==> config.mk <==
export PLATFORM = sky130hd
export DESIGN_NAME = memory_stage
export DESIGN_NICKNAME = d
export VERILOG_FILES = /design/src/rv_mem_pkg.sv /design/src/memory_stage.sv
export VERILOG_INCLUDE_DIRS = /design/src
export SDC_FILE = /design/constraint.sdc
export NUM_CORES = 1
export LEC_CHECK = 0
export ABC_AREA = 1
export BUFFER_PORTS_ARGS = -buffer_cell sky130_fd_sc_hd__buf_4
export CAP_MARGIN = 0
export CORE_ASPECT_RATIO = 0.8
export CORE_MARGIN = 5
export CORE_UTILIZATION = 25
export CTS_BUF_LIST = sky130_fd_sc_hd__clkbuf_8 sky130_fd_sc_hd__clkbuf_16
export DETAILED_ROUTE_END_ITERATION = 16
export PLACE_DENSITY = 0.54
export REMOVE_ABC_BUFFERS = 1
export SYNTH_ARGS = -nofsm -noshare
export SYNTH_HDL_FRONTEND = slang
export SYNTH_SLANG_ARGS = --single-unit
==> constraint.sdc <==
create_clock -name clk -period 4.1 [get_ports clk]
set_input_delay 0.615 -clock clk [delete_from_list [all_inputs] [get_ports clk]]
set_output_delay 0.615 -clock clk [all_outputs]
set_load 0.05 [all_outputs]
==> src/rv_mem_params.svh <==
`ifndef RV_MEM_PARAMS_SVH
`define RV_MEM_PARAMS_SVH

// data memory geometry
`define DMEM_DEPTH 256      // words
`define DMEM_ADDR_BITS 8    // word index bits, log2 of depth

// cycles from an accepted load to its response pulse
`define DMEM_READ_LATENCY 2

// start value of the ready pattern LFSR, must be nonzero
`define DMEM_READY_SEED 16'hace1

`endif

==> src/rv_mem_pkg.sv <==
`default_nettype none

`include "rv_mem_params.svh"

package rv_mem_pkg;

    typedef logic [31:0] word_t;                      // data or byte address
    typedef logic [7:0]  inst_id_t;                   // instruction tag
    typedef logic [`DMEM_ADDR_BITS-1:0] dmem_addr_t;  // word index into the RAM

    // memory operation of the instruction in the stage
    typedef enum logic [1:0] {
        MEM_NONE   = 2'd0,
        MEM_STORE  = 2'd1,
        MEM_LOAD_S = 2'd2,  // lb, lh, lw
        MEM_LOAD_U = 2'd3   // lbu, lhu
    } mem_op_t;

    typedef enum logic [1:0] {
        SIZE_B = 2'd0,
        SIZE_H = 2'd1,
        SIZE_W = 2'd2
    } mem_size_t;

    // memory stage FSM
    typedef enum logic [1:0] {
        ST_IDLE       = 2'd0,
        ST_WAIT_READY = 2'd1,  // request out, waiting for dreq_ready
        ST_WAIT_RDATA = 2'd2   // load accepted, waiting for dresp_valid
    } stage_state_t;

endpackage

`default_nettype wire
==> src/memory_stage.sv <==
`default_nettype none

module memory_stage
    import rv_mem_pkg::*;
(
    input  wire             clk,
    input  wire             rst,

    input  wire             mem_valid,
    input  wire word_t      mem_pc,
    input  wire inst_id_t   mem_inst_id,
    input  wire mem_op_t    mem_op,
    input  wire mem_size_t  mem_size,
    input  wire word_t      mem_alu_out,
    input  wire word_t      mem_rs2_data,

    input  wire             pipeline_flush,
    output logic            memory_unit_stall,

    output logic            dreq_valid,
    output logic            dreq_wen,
    output word_t           dreq_addr,
    output word_t           dreq_wdata,
    output mem_size_t       dreq_size,
    input  wire             dreq_ready,

    input  wire             dresp_valid,
    input  wire word_t      dresp_rdata,

    output logic            mem_wb_valid,
    output word_t           mem_wb_pc,
    output inst_id_t        mem_wb_inst_id,
    output word_t           mem_wb_alu_out,
    output word_t           mem_wb_mem_rdata
);

    stage_state_t state;
    logic         cmd_done;     // access of saved_id already finished
    inst_id_t     saved_id;

    // request copy taken when the access starts
    mem_op_t      cur_op;
    mem_size_t    cur_size;
    word_t        req_addr;
    word_t        req_wdata;

    word_t        rdata_q;      // raw load data, already lane aligned

    logic         is_mem;
    logic         fresh;
    logic         issue;
    logic         is_load_op;

    // sign or zero extension of a loaded value
    function automatic word_t extend_load(
        input mem_op_t   op,
        input mem_size_t size,
        input word_t     raw
    );
        word_t res;
        case (size)
            SIZE_B: begin
                if (op == MEM_LOAD_S)
                    res = {{24{raw[7]}}, raw[7:0]};   // lb
                else
                    res = {24'b0, raw[7:0]};          // lbu
            end
            SIZE_H: begin
                if (op == MEM_LOAD_S)
                    res = {{16{raw[15]}}, raw[15:0]}; // lh
                else
                    res = {16'b0, raw[15:0]};         // lhu
            end
            default: res = raw;                       // lw
        endcase
        return res;
    endfunction

    assign is_mem = mem_valid && (mem_op != MEM_NONE);

    // a held instruction whose access is done must not go out again
    assign fresh = !(cmd_done && (saved_id == mem_inst_id));
    assign issue = (state == ST_IDLE) && is_mem && fresh;

    assign memory_unit_stall = (state != ST_IDLE) || issue;

    always_ff @(posedge clk) begin
        if (rst) begin
            state    <= ST_IDLE;
            cmd_done <= 1'b0;
        end else if (pipeline_flush || !mem_valid) begin
            state    <= ST_IDLE;  // drop whatever was in flight
            cmd_done <= 1'b0;
        end else begin
            case (state)
                ST_IDLE: begin
                    if (issue) begin
                        state    <= ST_WAIT_READY;
                        cmd_done <= 1'b0;
                    end
                end
                ST_WAIT_READY: begin
                    if (dreq_ready) begin
                        if (cur_op == MEM_STORE) begin
                            state    <= ST_IDLE;
                            cmd_done <= 1'b1;  // store needs no response
                        end else begin
                            state <= ST_WAIT_RDATA;
                        end
                    end
                end
                ST_WAIT_RDATA: begin
                    if (dresp_valid) begin
                        state    <= ST_IDLE;
                        cmd_done <= 1'b1;
                    end
                end
                default: state <= ST_IDLE;
            endcase
        end
    end

    // latch the request at issue so it stays put until the transfer
    always_ff @(posedge clk) begin
        if (issue) begin
            saved_id  <= mem_inst_id;
            cur_op    <= mem_op;
            cur_size  <= mem_size;
            req_addr  <= mem_alu_out;
            req_wdata <= mem_rs2_data;
        end
    end

    always_ff @(posedge clk) begin
        if (state == ST_WAIT_RDATA && dresp_valid)
            rdata_q <= dresp_rdata;
    end

    assign dreq_valid = (state == ST_WAIT_READY);
    assign dreq_wen   = (cur_op == MEM_STORE);
    assign dreq_addr  = req_addr;
    assign dreq_wdata = req_wdata;  // low bytes, memory moves it to its lane
    assign dreq_size  = cur_size;

    assign is_load_op = (mem_op == MEM_LOAD_S) || (mem_op == MEM_LOAD_U);

    // completion: instruction present, nothing pending, not flushed
    assign mem_wb_valid     = mem_valid && !memory_unit_stall && !pipeline_flush;
    assign mem_wb_pc        = mem_pc;
    assign mem_wb_inst_id   = mem_inst_id;
    assign mem_wb_alu_out   = mem_alu_out;
    assign mem_wb_mem_rdata = is_load_op ? extend_load(mem_op, mem_size, rdata_q) : '0;

endmodule

`default_nettype wire

==> results.txt <==
----------------------------------------------------
[Status]
  Outcome ... finished, final reports clean

[STA]
  Aggregate negative setup slack ... 0 ns
  Count of final max-slew check failures ... 0
  Slew at the pin closest to its max-slew limit ... about 1.3 ns
  Post-route minimum period ... between 2 and 3 ns
  Final Hold Viols ... 0
  Worst slew margin relative to its limit ... about 16%
  Number of endpoints failing setup at the final stage ... 0
  Peak clock frequency supported by timing ... roughly 400 MHz
  Worst-case clock skew ... 0.006761 ns
  Final period utilization ... between 60% and 70%
  Setup repair after global routing missed its margin ... false

[Floorplanning]
  Placeable core area ... 0.01811 mm^2
  Die Height ... between 100 and 150 um
  Number of primary I/O pins ... 320
  Chip Width ... between 150 and 200 um
  Die footprint ... 0.02128 mm^2
  Starting utilization of the core area ... between 20% and 30%
  Row Count ... 44

[Setup path]
  Type of the setup path with the least slack ... in -> out
  Kind of end point of the critical path ... output port
  Crit Reg-Reg Startpoint ... state[0]
  Max Fanout on Critical Path ... 19
  CP Launch Point ... mem_size[1]
  Arrival time of data at the critical path endpoint ... ~1.9 ns
  Worst setup SP type ... input pin
  Data required, critical path ... roughly 3.5 ns

[CTS]
  Post-CTS Hold Buffers ... 0
  Cts bufs inserted ... 9
  Number of clock sinks ... ~110
  Number of cells upsized or downsized after cts ... 0
  Maximum clock path buffer count ... 2
  Clock insertion delay at the later pin of the skew report ... 0.34 ns
  Cell at the root of the clock tree ... clkbuf_16
  Post-CTS repair timing setup buffer count ... 0
  Post-CTS clock slew at the launch and capture registers of the worst setup and hold paths ... about 0.080 ns
  CTS H-Tree Depth ... 3
  TritonCTS clock tree ... built

[Global route]
  Number of antenna violations at the first check in global routing ... 0
  Global-route wire length before repair ... 20300 um
  Global route overflow ... 0
  Overall global routing resource usage ... about an eighth
  Vias in the first global route ... around 3300
  Largest net degree at the start of global routing ... 45

[Layout]
  Share of cells above drive strength 1 ... between 50% and 60%
  Number of standard cells in the final layout excluding fillers ... ~750
  Area Overhead vs Synth ... 42.36%
  Area occupied by multi-input gates ... around 550 um^2
  Fin nets ... 669
  Filler Cells Inserted ... 1727
  Cell area after layout ... roughly 0.0066 mm^2
  Number of antenna diodes ... 0
  Sequential cell area in the final layout ... 0.003303 mm^2
  Commonest non-fill, non-tap cells in the layout ... buf_4, edfxtp_1, inv_1, nand2_1, a21oi_2
  Leading cell type in the layout, fill and taps excluded ... buf_4

[Min path]
  Worst hold start ... mem_rs2_data[28]
  Path type of the worst min-delay path ... in -> reg

[Detailed routing]
  Number of vias after detailed routing ... 3070
  Post-detailed-route via-to-cell ratio ... between 4 and 5
  Remaining number of nets flagged by the antenna check after routing ... 0
  WL/cell ... ~19 um
  Violation count after the first detailed-routing iteration ... 152
  Number of search-and-repair iterations in the first detailed-routing pass ... 4
  DRT Wirelength ... between 10000 and 15000 um
  Drt drc ... 0

[Power]
  Leakage power ... 0.002908 uW
  Power per cell area ... between 400 and 500 mW/mm^2
  Peak VDD IR ... between 0.15 and 0.2 mV
  Sum of internal, switching and leakage power ... roughly 2800 uW

[Placement]
  Placed Area ... about 0.0063 mm^2
  HPWL after detailed placement ... 11390 um
  Total placed cells including tap cells ... 738
  # port buffers ... 255
  Final GP Congestion ... around 0.76

[Synth]
  Cell accounting for the most synthesized area ... edfxtp_1
  Area fraction of the dominant cell type after synthesis ... roughly 70%
  Proportion of synthesized chip area in sequential cells ... a little under three quarters
  Syn avg cell area ... 14.10 um^2
  Post-Syn Area ... 0.004611 mm^2
  Post-synthesis sequential element count ... 111
  Yosys warns ... 0
  Post-Synthesis Cells ... 327
  Main area contributors after synthesis ... edfxtp_1, buf_4, inv_1, nand2_1, a21oi_2
  Unique cell type count in the Yosys netlist ... 27

[Run]
  Maximum capacitance violations ... 0

----------------------------------------------------
-- per-layer routing --
layer  track usage, %  wire, um  share of wire (%)  vias to the layer above
met2            17.47      5882                 42                      185
met5            4.545       115               0.82                        -
met1            16.03      5811                 41                     1453
met4            3.523       212                1.5                        2
met3            9.173      2069                 15                       19
li1                 -         -                  -                     1411
-- synth_stat cells, drive strengths merged --
master,count
edfxtp,108
buf,76
inv,46
nand2,36
a21oi,18
nor2,10
o21ai,10
ha,4
nand3,4
dfxtp,3
xnor2,3
nand4,2
nor3,2
clkbuf,1
nand3b,1
o211ai,1
o21bai,1
o22ai,1
-- report_power, final --
group / internal (uW) / switching [uW]
registers: 1310 / 15.1
logic: 183 / 396
clock network: 487 / 423
-- per-stage QoR --
step / hold slack, ns / util, % / worst slack [ns]
after detailed placement: 0.5305 / 34.53 / 1.333
after global placement: 0.5231 / 34.53 / 1.398
after global routing: 0.4112 / 36.24 / 1.451
after CTS: 0.4131 / 36.24 / 1.565
final: 0.4377 / 36.24 / 1.575
after floorplan: 0.4862 / - / 1.173
-- sequential cells by signal, summed over array words and instances (netlist names) --
name	flops
dreq_addr	32
dreq_wdata	32
rdata_q	32
saved_id	8
cur_op	2
dreq_size	2
state	2
cmd_done	1
-- path summary, 6_finish.rpt --
kind / endpoint / slack (ns) / depth (start not counted)
hold reg to reg: cmd_done / 0.53 / 4
setup reg to reg: dreq_addr[2] / 1.65 / 6
hold / removal: dreq_wdata[28] / 0.44 / 1
setup / recovery: mem_wb_mem_rdata[19] / 1.57 / 7
-- area by class of cell --
type,instances,area share [%]
clock buffer,9,3.431
clock inverter,7,1.296
sequential,111,50.32
tap,230,4.384
timing repair buffer,258,29.51
inverter,46,2.650
multi-input combinational,93,8.406
-- cells by family (layout without fill, tap and decap cells) --
logic type / after synthesis / count (layout) / share of synthesized area, %
adders and majority gates: 4 / 4 / 1.086
DFF: 111 / 111 / 71.64
buffers and inverters: 123 / 320 / 16.39
xor gates and xnor gates: 3 / 3 / 0.5700
AOI/OAI and AO/OA: 31 / 31 / 4.396
and+or+nand+nor: 55 / 55 / 5.916
-- critical path, stage by stage --
cell and delay [ns]:
buf_4 0.21, nor2_8 0.20, nand3_4 0.14, nand3b_2 0.13, nand2_4 0.16, a21oi_1 0.21, buf_4 0.23
(Power assumes the default switching activity.)
